`src/hw/dmiss_pkg.sv`:
```
`default_nettype none

package dmiss_pkg;

  // cache-line physical address without the byte offset
  localparam int LINE_ADDR_W = 37;

  localparam int MAX_ENTRIES = 16;  // upper bound on miss entries
  localparam int TAG_W = $clog2(MAX_ENTRIES);  // entry index on the memory side

  typedef enum logic {
    MISS_LOAD  = 1'b0,
    MISS_STORE = 1'b1
  } miss_op_t;

  typedef enum logic [1:0] {
    ENT_FREE    = 2'd0,
    ENT_PENDING = 2'd1,  // claimed but not yet requested
    ENT_ISSUED  = 2'd2,  // request sent to memory
    ENT_DONE    = 2'd3   // response back and waiting for replay
  } entry_state_t;

endpackage

`default_nettype wire

```
`src/hw/miss_entry.sv`:
```
`timescale 1ns/1ps
`default_nettype none

module miss_entry (
  input  wire                                   clk,
  input  wire                                   rst,
  input  wire                                   claim_i,
  input  wire                                   merge_i,
  input  wire  [dmiss_pkg::LINE_ADDR_W-1:0]     addr_i,
  input  wire  dmiss_pkg::miss_op_t             op_i,
  input  wire                                   issue_i,
  input  wire                                   done_i,
  input  wire                                   free_all_i,
  output dmiss_pkg::entry_state_t               state_o,
  output logic [dmiss_pkg::LINE_ADDR_W-1:0]     addr_o,
  output dmiss_pkg::miss_op_t                   op_o,
  output logic                                  match_o
);

  dmiss_pkg::entry_state_t              state_q;
  logic [dmiss_pkg::LINE_ADDR_W-1:0]    addr_q;
  dmiss_pkg::miss_op_t                  op_q;
  logic                                 store_merge;

  assign store_merge = merge_i && (op_i == dmiss_pkg::MISS_STORE);

  always_ff @(posedge clk) begin
    if (rst) begin
      state_q <= dmiss_pkg::ENT_FREE;
    end else if (free_all_i) begin
      state_q <= dmiss_pkg::ENT_FREE;  // replay releases everything
    end else if (claim_i) begin
      state_q <= dmiss_pkg::ENT_PENDING;
    end else if (issue_i && state_q == dmiss_pkg::ENT_PENDING) begin
      state_q <= dmiss_pkg::ENT_ISSUED;
    end else if (done_i && state_q == dmiss_pkg::ENT_ISSUED) begin
      state_q <= dmiss_pkg::ENT_DONE;
    end
  end

  always_ff @(posedge clk) begin
    if (claim_i) begin
      addr_q <= addr_i;
      op_q   <= op_i;
    end else if (store_merge) begin
      op_q   <= dmiss_pkg::MISS_STORE;  // upgrade only
    end
  end

  assign state_o = state_q;
  assign addr_o  = addr_q;

  // a store merging in the same cycle the sequencer samples the entry
  // must already show up as a store in the request
  assign op_o    = store_merge ? dmiss_pkg::MISS_STORE : op_q;

  assign match_o = (state_q != dmiss_pkg::ENT_FREE) && (addr_q == addr_i);

endmodule

`default_nettype wire

```
`src/hw/miss_cam.sv`:
```
`timescale 1ns/1ps
`default_nettype none

module miss_cam #(
  parameter int NUM_ENTRIES = dmiss_pkg::MAX_ENTRIES
) (
  input  wire                                               clk,
  input  wire                                               rst,
  input  wire                                               alloc_valid_i,
  output logic                                              alloc_ready_o,
  input  wire  [dmiss_pkg::LINE_ADDR_W-1:0]                 alloc_addr_i,
  input  wire  dmiss_pkg::miss_op_t                         alloc_op_i,
  input  wire                                               issue_en_i,
  input  wire  [dmiss_pkg::TAG_W-1:0]                       issue_tag_i,
  input  wire                                               done_en_i,
  input  wire  [dmiss_pkg::TAG_W-1:0]                       done_tag_i,
  output logic [NUM_ENTRIES-1:0]                            pending_vec_o,
  output logic [NUM_ENTRIES-1:0]                            issued_vec_o,
  output logic [NUM_ENTRIES-1:0][dmiss_pkg::LINE_ADDR_W-1:0] entry_addr_o,
  output dmiss_pkg::miss_op_t [NUM_ENTRIES-1:0]             entry_op_o,
  output logic                                              locked_o,
  output logic                                              replay_o
);

  dmiss_pkg::entry_state_t          ent_state [NUM_ENTRIES];
  logic [NUM_ENTRIES-1:0]           match_vec;
  logic [NUM_ENTRIES-1:0]           free_vec;
  logic [NUM_ENTRIES-1:0]           claim_vec;
  logic [NUM_ENTRIES-1:0]           merge_vec;
  logic [NUM_ENTRIES-1:0]           issue_vec;
  logic [NUM_ENTRIES-1:0]           done_vec;
  logic [dmiss_pkg::TAG_W-1:0]      free_idx;
  logic                             free_found;
  logic                             last_free;
  logic                             merge_hit;
  logic                             alloc_fire;
  logic                             claim;
  logic                             started_q;
  logic                             locked_q;

  for (genvar k = 0; k < NUM_ENTRIES; k++) begin : g_entry
    assign free_vec[k]      = ent_state[k] == dmiss_pkg::ENT_FREE;
    assign pending_vec_o[k] = ent_state[k] == dmiss_pkg::ENT_PENDING;
    assign issued_vec_o[k]  = ent_state[k] == dmiss_pkg::ENT_ISSUED;
    assign claim_vec[k]     = claim && (free_idx == dmiss_pkg::TAG_W'(k));
    assign merge_vec[k]     = alloc_fire && match_vec[k];
    assign issue_vec[k]     = issue_en_i && (issue_tag_i == dmiss_pkg::TAG_W'(k));
    assign done_vec[k]      = done_en_i && (done_tag_i == dmiss_pkg::TAG_W'(k));

    miss_entry u_entry (
      .clk        (clk),
      .rst        (rst),
      .claim_i    (claim_vec[k]),
      .merge_i    (merge_vec[k]),
      .addr_i     (alloc_addr_i),
      .op_i       (alloc_op_i),
      .issue_i    (issue_vec[k]),
      .done_i     (done_vec[k]),
      .free_all_i (replay_o),
      .state_o    (ent_state[k]),
      .addr_o     (entry_addr_o[k]),
      .op_o       (entry_op_o[k]),
      .match_o    (match_vec[k])
    );
  end

  // lowest free entry wins
  always_comb begin
    free_found = 1'b0;
    free_idx   = '0;
    for (int k = NUM_ENTRIES - 1; k >= 0; k--) begin
      if (free_vec[k]) begin
        free_found = 1'b1;
        free_idx   = dmiss_pkg::TAG_W'(k);
      end
    end
  end

  assign last_free = free_found && ((free_vec & (free_vec - 1'b1)) == '0);  // one bit set

  assign merge_hit     = |match_vec;
  assign alloc_ready_o = !locked_q && !replay_o;
  assign alloc_fire    = alloc_valid_i && alloc_ready_o;
  assign claim         = alloc_fire && !merge_hit && free_found;

  // epoch ends once every claimed line has come back
  assign replay_o = started_q && !(|(pending_vec_o | issued_vec_o));
  assign locked_o = locked_q;

  always_ff @(posedge clk) begin
    if (rst) begin
      started_q <= 1'b0;
      locked_q  <= 1'b0;
    end else if (replay_o) begin
      started_q <= 1'b0;
      locked_q  <= 1'b0;
    end else begin
      if (claim) begin
        started_q <= 1'b1;
      end
      if (claim && last_free) begin
        locked_q <= 1'b1;  // entries exhausted
      end
    end
  end

endmodule

`default_nettype wire

```
`src/hw/miss_intake.sv`:
```
`timescale 1ns/1ps
`default_nettype none

module miss_intake (
  input  wire                                clk,
  input  wire                                rst,
  input  wire                                miss_valid_i,
  output logic                               miss_ready_o,
  input  wire  [dmiss_pkg::LINE_ADDR_W-1:0]  miss_addr_i,
  input  wire  dmiss_pkg::miss_op_t          miss_op_i,
  output logic                               alloc_valid_o,
  input  wire                                alloc_ready_i,
  output logic [dmiss_pkg::LINE_ADDR_W-1:0]  alloc_addr_o,
  output dmiss_pkg::miss_op_t                alloc_op_o
);

  logic                               slot_valid_q;
  logic [dmiss_pkg::LINE_ADDR_W-1:0]  slot_addr_q;
  dmiss_pkg::miss_op_t                slot_op_q;
  logic                               take;
  logic                               drain;

  assign drain        = slot_valid_q && alloc_ready_i;
  assign miss_ready_o = !slot_valid_q || alloc_ready_i;  // empty or emptying
  assign take         = miss_valid_i && miss_ready_o;

  always_ff @(posedge clk) begin
    if (rst) begin
      slot_valid_q <= 1'b0;
    end else if (take) begin
      slot_valid_q <= 1'b1;
    end else if (drain) begin
      slot_valid_q <= 1'b0;
    end
  end

  always_ff @(posedge clk) begin
    if (take) begin
      slot_addr_q <= miss_addr_i;
      slot_op_q   <= miss_op_i;
    end
  end

  assign alloc_valid_o = slot_valid_q;
  assign alloc_addr_o  = slot_addr_q;
  assign alloc_op_o    = slot_op_q;

endmodule

`default_nettype wire

```
`src/hw/refill_sequencer.sv`:
```
`timescale 1ns/1ps
`default_nettype none

module refill_sequencer #(
  parameter int NUM_ENTRIES = dmiss_pkg::MAX_ENTRIES
) (
  input  wire                                                clk,
  input  wire                                                rst,
  input  wire  [NUM_ENTRIES-1:0]                             pending_vec_i,
  input  wire  [NUM_ENTRIES-1:0][dmiss_pkg::LINE_ADDR_W-1:0] entry_addr_i,
  input  wire  dmiss_pkg::miss_op_t [NUM_ENTRIES-1:0]        entry_op_i,
  output logic                                               issue_en_o,
  output logic [dmiss_pkg::TAG_W-1:0]                        issue_tag_o,
  output logic                                               done_en_o,
  output logic [dmiss_pkg::TAG_W-1:0]                        done_tag_o,
  output logic                                               mem_req_valid_o,
  input  wire                                                mem_req_ready_i,
  output logic [dmiss_pkg::LINE_ADDR_W-1:0]                  mem_req_addr_o,
  output dmiss_pkg::miss_op_t                                mem_req_op_o,
  output logic [dmiss_pkg::TAG_W-1:0]                        mem_req_tag_o,
  input  wire                                                mem_rsp_valid_i,
  input  wire  [dmiss_pkg::TAG_W-1:0]                        mem_rsp_tag_i
);

  logic                          pick_found;
  logic [dmiss_pkg::TAG_W-1:0]   pick_idx;
  logic                          req_valid_q;
  logic                          load_ok;

  always_comb begin
    pick_found = 1'b0;
    pick_idx   = '0;
    for (int k = NUM_ENTRIES - 1; k >= 0; k--) begin
      if (pending_vec_i[k]) begin
        pick_found = 1'b1;
        pick_idx   = dmiss_pkg::TAG_W'(k);
      end
    end
  end

  // register empty or handing off this cycle
  assign load_ok     = !req_valid_q || mem_req_ready_i;
  assign issue_en_o  = load_ok && pick_found;
  assign issue_tag_o = pick_idx;

  always_ff @(posedge clk) begin
    if (rst) begin
      req_valid_q <= 1'b0;
    end else if (issue_en_o) begin
      req_valid_q <= 1'b1;
    end else if (mem_req_ready_i) begin
      req_valid_q <= 1'b0;
    end
  end

  // held unchanged while memory stalls
  always_ff @(posedge clk) begin
    if (issue_en_o) begin
      mem_req_addr_o <= entry_addr_i[pick_idx];
      mem_req_op_o   <= entry_op_i[pick_idx];
      mem_req_tag_o  <= pick_idx;
    end
  end

  assign mem_req_valid_o = req_valid_q;

  // tag picks the entry since responses return in any order
  assign done_en_o  = mem_rsp_valid_i;
  assign done_tag_o = mem_rsp_tag_i;

endmodule

`default_nettype wire

```
`src/hw/dmiss_top.sv`:
```
`timescale 1ns/1ps
`default_nettype none

module dmiss_top #(
  parameter int NUM_ENTRIES = dmiss_pkg::MAX_ENTRIES
) (
  input  wire                                clk,
  input  wire                                rst,
  input  wire                                miss_valid_i,
  output logic                               miss_ready_o,
  input  wire  [dmiss_pkg::LINE_ADDR_W-1:0]  miss_addr_i,
  input  wire  dmiss_pkg::miss_op_t          miss_op_i,
  output logic                               mem_req_valid_o,
  input  wire                                mem_req_ready_i,
  output logic [dmiss_pkg::LINE_ADDR_W-1:0]  mem_req_addr_o,
  output dmiss_pkg::miss_op_t                mem_req_op_o,
  output logic [dmiss_pkg::TAG_W-1:0]        mem_req_tag_o,
  input  wire                                mem_rsp_valid_i,
  input  wire  [dmiss_pkg::TAG_W-1:0]        mem_rsp_tag_i,
  output logic                               locked_o,
  output logic                               replay_o
);

  logic                                              alloc_valid;
  logic                                              alloc_ready;
  logic [dmiss_pkg::LINE_ADDR_W-1:0]                 alloc_addr;
  dmiss_pkg::miss_op_t                               alloc_op;
  logic [NUM_ENTRIES-1:0]                            pending_vec;
  logic [NUM_ENTRIES-1:0]                            issued_vec;  // also seen by the checker
  logic [NUM_ENTRIES-1:0][dmiss_pkg::LINE_ADDR_W-1:0] entry_addr;
  dmiss_pkg::miss_op_t [NUM_ENTRIES-1:0]             entry_op;
  logic                                              issue_en;
  logic [dmiss_pkg::TAG_W-1:0]                       issue_tag;
  logic                                              done_en;
  logic [dmiss_pkg::TAG_W-1:0]                       done_tag;

  miss_intake u_intake (
    .clk           (clk),
    .rst           (rst),
    .miss_valid_i  (miss_valid_i),
    .miss_ready_o  (miss_ready_o),
    .miss_addr_i   (miss_addr_i),
    .miss_op_i     (miss_op_i),
    .alloc_valid_o (alloc_valid),
    .alloc_ready_i (alloc_ready),
    .alloc_addr_o  (alloc_addr),
    .alloc_op_o    (alloc_op)
  );

  miss_cam #(
    .NUM_ENTRIES (NUM_ENTRIES)
  ) u_cam (
    .clk           (clk),
    .rst           (rst),
    .alloc_valid_i (alloc_valid),
    .alloc_ready_o (alloc_ready),
    .alloc_addr_i  (alloc_addr),
    .alloc_op_i    (alloc_op),
    .issue_en_i    (issue_en),
    .issue_tag_i   (issue_tag),
    .done_en_i     (done_en),
    .done_tag_i    (done_tag),
    .pending_vec_o (pending_vec),
    .issued_vec_o  (issued_vec),
    .entry_addr_o  (entry_addr),
    .entry_op_o    (entry_op),
    .locked_o      (locked_o),
    .replay_o      (replay_o)
  );

  refill_sequencer #(
    .NUM_ENTRIES (NUM_ENTRIES)
  ) u_seq (
    .clk             (clk),
    .rst             (rst),
    .pending_vec_i   (pending_vec),
    .entry_addr_i    (entry_addr),
    .entry_op_i      (entry_op),
    .issue_en_o      (issue_en),
    .issue_tag_o     (issue_tag),
    .done_en_o       (done_en),
    .done_tag_o      (done_tag),
    .mem_req_valid_o (mem_req_valid_o),
    .mem_req_ready_i (mem_req_ready_i),
    .mem_req_addr_o  (mem_req_addr_o),
    .mem_req_op_o    (mem_req_op_o),
    .mem_req_tag_o   (mem_req_tag_o),
    .mem_rsp_valid_i (mem_rsp_valid_i),
    .mem_rsp_tag_i   (mem_rsp_tag_i)
  );

endmodule

`default_nettype wire

```
`config.mk`:
```
export PLATFORM = sky130hd
export DESIGN_NAME = dmiss_top
export DESIGN_NICKNAME = d
export VERILOG_FILES = /design/src/hw/dmiss_pkg.sv /design/src/hw/miss_entry.sv /design/src/hw/miss_cam.sv /design/src/hw/miss_intake.sv /design/src/hw/refill_sequencer.sv /design/src/hw/dmiss_top.sv
export SDC_FILE = /design/constraint.sdc
export NUM_CORES = 1
export LEC_CHECK = 0
export BUFFER_PORTS_ARGS = -buffer_cell sky130_fd_sc_hd__buf_4
export CAP_MARGIN = 20
export CORE_MARGIN = 2
export CORE_UTILIZATION = 45
export DETAILED_ROUTE_END_ITERATION = 10
export PLACE_DENSITY_LB_ADDON = 0.15
export SKIP_CTS_REPAIR_TIMING = 1
export SLEW_MARGIN = 20
export SYNTH_ARGS = -nofsm -noshare
export SYNTH_HDL_FRONTEND = slang
export SYNTH_SLANG_ARGS = --single-unit
```
`constraint.sdc`:
```
create_clock -name clk -period 9.8 [get_ports clk]
set_input_delay 1.96 -clock clk [delete_from_list [all_inputs] [get_ports clk]]
set_output_delay 1.96 -clock clk [all_outputs]
set_load 0.02 [all_outputs]
```
Yosys cells after proc, flatten, opt, wreduce, memory -nomap -nowiden
Index checks and enable logic that the tools add are counted.
Widths: inputs -> output; s select.
- bits in registers: 724
- input port bits: 47
- logic and storage cells: 556
- add/subtract/negate cells: 1
- magnitude comparators: 1
- equal/unequal tests: 93
- multiplexer cells: 152
- bitwise operators: 2
- reductions and logical operators: 234
- operator list (cell ; number):
    $eq 37x37->1 ; 16
    $bmux 37 s4 ; 1
    $logic_and 1x1->1 ; 137
    $mux 4 ; 32
    $eq 4x4->1 const B ; 24
    $mux 1 ; 85
    $reduce_bool 2->1 ; 34
    $mux 2 ; 32
    $eq 4x3->1 const B ; 12
    $reduce_bool 3->1 ; 16
    $reduce_or 3->1 ; 16
    $mux 37 ; 1
    $eq 2x1->1 const B ; 16
    $eq 2x2->1 const B ; 16
    $logic_not 2->1 ; 16
    $reduce_or 16->1 ; 2
    $eq 4x2->1 const B ; 6
    $and 16x16->16 ; 1
    $logic_not 16->1 ; 1
    $or 16x16->16 ; 1
    $sub 16x1->16 const B ; 1
    $eq 4x1->1 const B ; 3
    $logic_not 4->1 ; 3
    $logic_not 1->1 ; 6
    other kinds (4) ; 5

Depth between registers and ports, before layout
- word-level depth: 22
- gate-level depth with buffers: 14
- gate-level depth less buffers: 11

Cells and area by module
From an unflattened synthesis, not the netlist that was laid out.
- cell total of the unflattened synthesis: 3046
- area, all modules: 36872.9 sq um
- modules (own cells, without submodules) (module ; instances ; cells each ; area an instance (sq um) ; sequential area each (sq um)):
    miss_entry ; 16 ; 98 ; 1635.3 ; 1171.1
    refill_sequencer ; 1 ; 1188 ; 7781.2 ; 1281.2
    miss_cam ; 1 ; 247 ; 1730.4 ; 40.0
    miss_intake ; 1 ; 43 ; 1196.1 ; 1161.1

Worst setup path after synthesis
Ideal clock, no wire load.
- path type: register to register
- from: register u_intake.slot_addr_q (netlist bit u_intake.alloc_addr_o[27])
- to: register u_cam.g_entry[12].u_entry.addr_q (netlist bit u_cam.g_entry[12].u_entry.addr_o[0]) (enable)
- arrival time: 6.242 ns
- required time: 9.263 ns
- path slack: 3.022 ns
- cell stages (with the launch flop): 11
- path buffers: 2
- clock period less this slack: 6.778 ns
- cell sequence: edfxtp_1 -> buf_2 -> xnor2_1 -> nand4_1 -> nor4_1 -> and4_1 -> or4_1 -> nor4_1 -> buf_4 -> and2_1 -> nor4b_1
- word-level cells in the longest chain between the ends: 7
- elaborated cells between the ends (all ways): 37
- ends and longest elaborated chain (what ; RTL line ; source):
    start: declaration ; miss_intake.sv:18 ; logic [dmiss_pkg::LINE_ADDR_W-1:0] slot_addr_q;
    start signal: assignment ; miss_intake.sv:39 ; slot_addr_q <= miss_addr_i;
    $eq 37x37->1 ; miss_entry.sv:57 ; assign match_o = (state_q != dmiss_pkg::ENT_FREE) && (addr_q == addr_i);
    $logic_and 1x1->1 ; miss_entry.sv:57 ;
    $reduce_or 16->1 * ; miss_cam.sv:81 ; assign merge_hit = |match_vec;
    $logic_not 1->1 * ; miss_cam.sv:84 ; assign claim = alloc_fire && !merge_hit && free_found;
    $logic_and 1x1->1 * (2 in a row) ; miss_cam.sv:84 ;
    $logic_and 1x1->1 * ; miss_cam.sv:45 ; assign claim_vec[k] = claim && (free_idx == dmiss_pkg::TAG_W'(k));
    named net u_cam.g_entry[12].u_entry.claim_i ; miss_entry.sv:7 ; input wire claim_i,
    end signal: assignment ; miss_entry.sv:43 ; addr_q <= addr_i;
    end: declaration ; miss_entry.sv:21 ; logic [dmiss_pkg::LINE_ADDR_W-1:0] addr_q;
Mark *: on every way through the listed nets, which the timed path passes. The rest lies on a longest branch.
A chain may end at the register's enable or synchronous reset.

Worst setup path in the final report
- from: register u_cam.g_entry[9].u_entry.state_q[0]
- to: output miss_ready_o
- word-level cells in the longest chain between the ends: 8
- elaborated cells between the ends (all ways): 9
- ends and longest elaborated chain (what ; RTL line ; source):
    start: declaration ; miss_entry.sv:20 ; dmiss_pkg::entry_state_t state_q;
    start signal: assignment ; miss_entry.sv:29 ; state_q <= dmiss_pkg::ENT_FREE;
    start signal: assignment ; miss_entry.sv:31 ; state_q <= dmiss_pkg::ENT_FREE;
    start signal: assignment ; miss_entry.sv:33 ; state_q <= dmiss_pkg::ENT_PENDING;
    $eq 2x1->1 or $eq 2x2->1 (tied branches) ; miss_cam.sv:43, miss_cam.sv:44 ;
    $or 16x16->16 * ; miss_cam.sv:87 ; assign replay_o = started_q && !(|(pending_vec_o | issued_vec_o));
    $reduce_or 16->1 * ; miss_cam.sv:87 ;
    $logic_not 1->1 * ; miss_cam.sv:87 ;
    $logic_and 1x1->1 * ; miss_cam.sv:87 ;
    $logic_not 1->1 * ; miss_cam.sv:82 ; assign alloc_ready_o = !locked_q && !replay_o;
    $logic_and 1x1->1 * ; miss_cam.sv:82 ;
    $logic_or 1x1->1 * ; miss_intake.sv:24 ; assign miss_ready_o = !slot_valid_q || alloc_ready_i;
    end: declaration ; dmiss_top.sv:10 ; output logic miss_ready_o,
Every way passes the cells marked *; elsewhere a longest branch is shown, timed or not.

==> results by group <==
Layout
  – Area delta synth->final: 13.0%
  – Ratio of cells with drive above 1 in the final layout: 12.4%
  – Final nets: 3021

Power and ir drop
  – Lkg Pwr: 14.0 nW
  – Max IR drop VDD: 198 uV
  – P per Cell Area: 182 mW/mm^2

Logic synthesis
  – Post-synth ARST share: 0%
  – Synth Area in Compound Gates: 9.39%
  – Synth Area per Inst: 12.5 sq um
  – Most used DFF post-synth: edfxtp_1
  – Synth top cells by count: 672 x edfxtp_1, 387 x xor2_1, 211 x nand2_1, 163 x xnor2_1, 130 x a21oi_1
  – Synth unique cells: 70
  – Gate Count Post-Synth: 2852
  – Area fraction of the dominant cell type after synthesis: 56.5%
  – Most numerous cell in the Yosys netlist: edfxtp_1
  – Synth Area in Adders: 1.68%
  – Main combinational cell family by area after synthesis: XOR/XNOR gates
  – Leading post-synthesis cells by cell area: edfxtp_1 56%, xor2_1 9.5%, xnor2_1 4.0%
  – Post-synthesis mux area share: 2.15%
  – Synth Cell Area: 0.0357 sq mm
  – Post-Synth XOR/XNOR Area: 13.5%
  – Simple-gate share of the synthesized area: 10.5%
  – YS warnings: 0
  – Cell taking the most area after synthesis: edfxtp_1
  – EDFF count, synth: 672
  – Seq/Total Area, Yosys: 59.4%
  – Synthesized Nets: 2947
  – FF+latch count, synth: 724

Global routing
  – Antenna violations before repair: 11
  – Vias in the first global route: 24800
  – Total track usage: 35.6%
  – Largest net degree at the start of global routing: 125
  – First-pass GRT wire length: 202000 microns
  – Grt ovf: 0

STA
  – RSZ-0062 raised after global routing: no
  – Worst Tran Pin Value: 1.28 ns
  – Hold Violations, Final: 0
  – Post-route minimum period: 5.24 ns
  – Setup ws final: 4.56 ns
  – Slew headroom: 14.9%
  – Max Clock Skew: 0.0269 ns
  – Fmax: 0.191 GHz
  – Final period util: 53.4%
  – Final max-slew violation count: 0
  – Final setup viols: 0
  – Total negative slack: 0 ns

Drt
  – Detail-routed via count per cell: 6.43
  – WL per Instance: 36.4 microns
  – Initial DRC count: 3966
  – DRC violations left: 0
  – Vias: 26000
  – Final ANT Viol Nets: 0
  – First-pass DRT Iterations: 5
  – Final wirelength: 147000 microns

Clocking
  – Sink Count: 724
  – Max Root-Sink Buffers: 3
  – CTS tree: yes
  – Root Buffer Master: clkbuf_16
  – Number of buffers created by CTS: 82
  – Clock transition at path regs: 0.06 ns
  – Worst skew pair latency: 0.65 ns
  – Depth of the CTS H-tree: 3

Flow run
  – Max-cap viol count: 0

Die
  – Core area: 0.0789 sq mm
  – Die Y-Extent: 286 microns
  – Rows: 103
  – DIE WIDTH: 286 microns
  – I/O pin count: 93
  – Die area: 0.0817 sq mm
  – Initial Utilization: 45.3%

Place
  – IO Port Bufs: 92
  – Setup WS pre-CTS: 4.97 ns
  – RePlAce Congestion: 1.02
  – Detailed placement HPWL: 103000 microns

Setup path
  – WP data arrival: 3.28 ns
  – Largest stage delay, worst path: 0.68 ns
  – Worst-path cell chain: inv_1 > ha_1 > nor4_1 > nand4_1 > o21ai_0 > nand2_1 > buf_4
  – Launch point of the worst path: u_cam.g_entry[9].u_entry.state_o[0]
  – CP Data Required Time: 7.84 ns
  – Nature of the critical path startpoint: flop
  – Worst setup EP type: output pin
  – Crit path kind: reg -> out
  – Worst path slowest cell: o21ai_0
  – Max FO, Critical Path: 3
  – Worst r2r src: u_cam.g_entry[7].u_entry.state_o[1]

Hold path
  – HP Class: reg -> reg
  – Hold wc startpoint: u_cam.g_entry[8].u_entry.op_q

Outcome
  – Status: finished clean
## report_power, final
| group | internal [mW] | total [mW] | switching, mW |
|---|---|---|---|
| logic | 0.174 | 0.627 | 0.453 |
| registers | 3.45 | 3.49 | 0.0395 |
| clock network | 1.89 | 3.23 | 1.33 |
| total | 5.52 | 7.34 | 1.83 |
## sequential cells by signal, summed over array words and instances, names as in the netlist
| register | cells |
|---|---|
| u_cam.locked_o | 1 |
| u_intake.alloc_addr_o | 37 |
| u_cam.g_entry.u_entry.state_o | 32 |
| u_seq.mem_req_addr_o | 37 |
| u_intake.alloc_valid_o | 1 |
| u_cam.g_entry.u_entry.addr_o | 592 |
| u_intake.alloc_op_o | 1 |
| u_seq.mem_req_tag_o | 4 |
| u_cam.g_entry.u_entry.op_q | 16 |
| u_seq.mem_req_valid_o | 1 |
| u_seq.mem_req_op_o | 1 |
| u_cam.started_q | 1 |
## routing by layer
layer  global-route usage (%)  part of all wire (%)  wire length, microns
met2                     52.7                    43                 63900
met1                     50.0                    41                 59900
met3                     5.90                   9.7                 14300
met4                     19.6                   6.2                  9210
met5                        0                 0.037                    55
## stage by stage
| step | std cells | utilization (%) | area [sq um] | power (mW) | hold slack (ns) |
|---|---|---|---|---|---|
| after global placement | 3892 | 47.7 | 37600 | 4.16 | 0.479 |
| after detailed placement | 3892 | 47.7 | 37600 | 4.16 | 0.491 |
| final | 4045 | 51.2 | 40400 | 7.34 | 0.504 |
| after floorplan | 2852 | - | 35700 | 3.87 | 0.432 |
| after global routing | 4042 | 51.2 | 40400 | 7.50 | 0.519 |
| after CTS | 4042 | 51.2 | 40400 | 7.34 | 0.504 |
## critical path: cells and delay by family (launching register included)
family                   cells  cell delay [ns]
flip-flops                   1             0.36
adder cells (fa/ha/maj)      1             0.30
AND/OR/NAND/NOR              3             1.02
AO/OA/AOI/OAI                1             0.68
buffers and inverters        2             0.27
## final timing paths
path                                        end  slack, ns  cells after the start
setup reg to reg        u_seq.mem_req_addr_o[5]       4.66                     12
hold / removal    u_cam.g_entry[8].u_entry.op_q       0.50                      2
hold reg to reg   u_cam.g_entry[8].u_entry.op_q       0.50                      2
setup / recovery                   miss_ready_o       4.56                      7
## layout by cell type (no fill, tap or decap), types with 24 or more instances in the layout
cell / instances
dfxtp_1: 52
o221a_2: 24
nand4_1: 79
nor4_1: 115
xnor2_1: 163
nor2_1: 75
o22ai_1: 47
o221ai_1: 107
inv_1: 91
nand2_1: 210
clkbuf_16: 84
xor2_1: 387
a21oi_1: 128
nand3_1: 60
edfxtp_1: 672
mux2i_1: 53
and3_1: 41
ha_1: 48
o21ai_0: 38
buf_4: 165
## logic make-up (layout without fill, tap and decap cells)
group / after synthesis / after routing
AO/OA/AOI/OAI: 464 / 464
XOR/XNOR: 550 / 550
adder cells (fa/ha/maj): 48 / 48
buffers and inverters: 278 / 418
flip-flops: 724 / 724
multiplexers: 74 / 74
other: 0 / 3
AND/OR/NAND/NOR: 714 / 714
## layout make-up
class	instances	area [sq um]
multi-input cells	1850	13400
flip-flops and latches	724	21200
clock inverters	52	583
inverters	101	380
fillers	6826	38500
diodes	3	7.51
repair buffers	167	1280
well taps	1050	1310
clock buffers	98	2160
No activity file was read; power rests on OpenSTA's default activity.
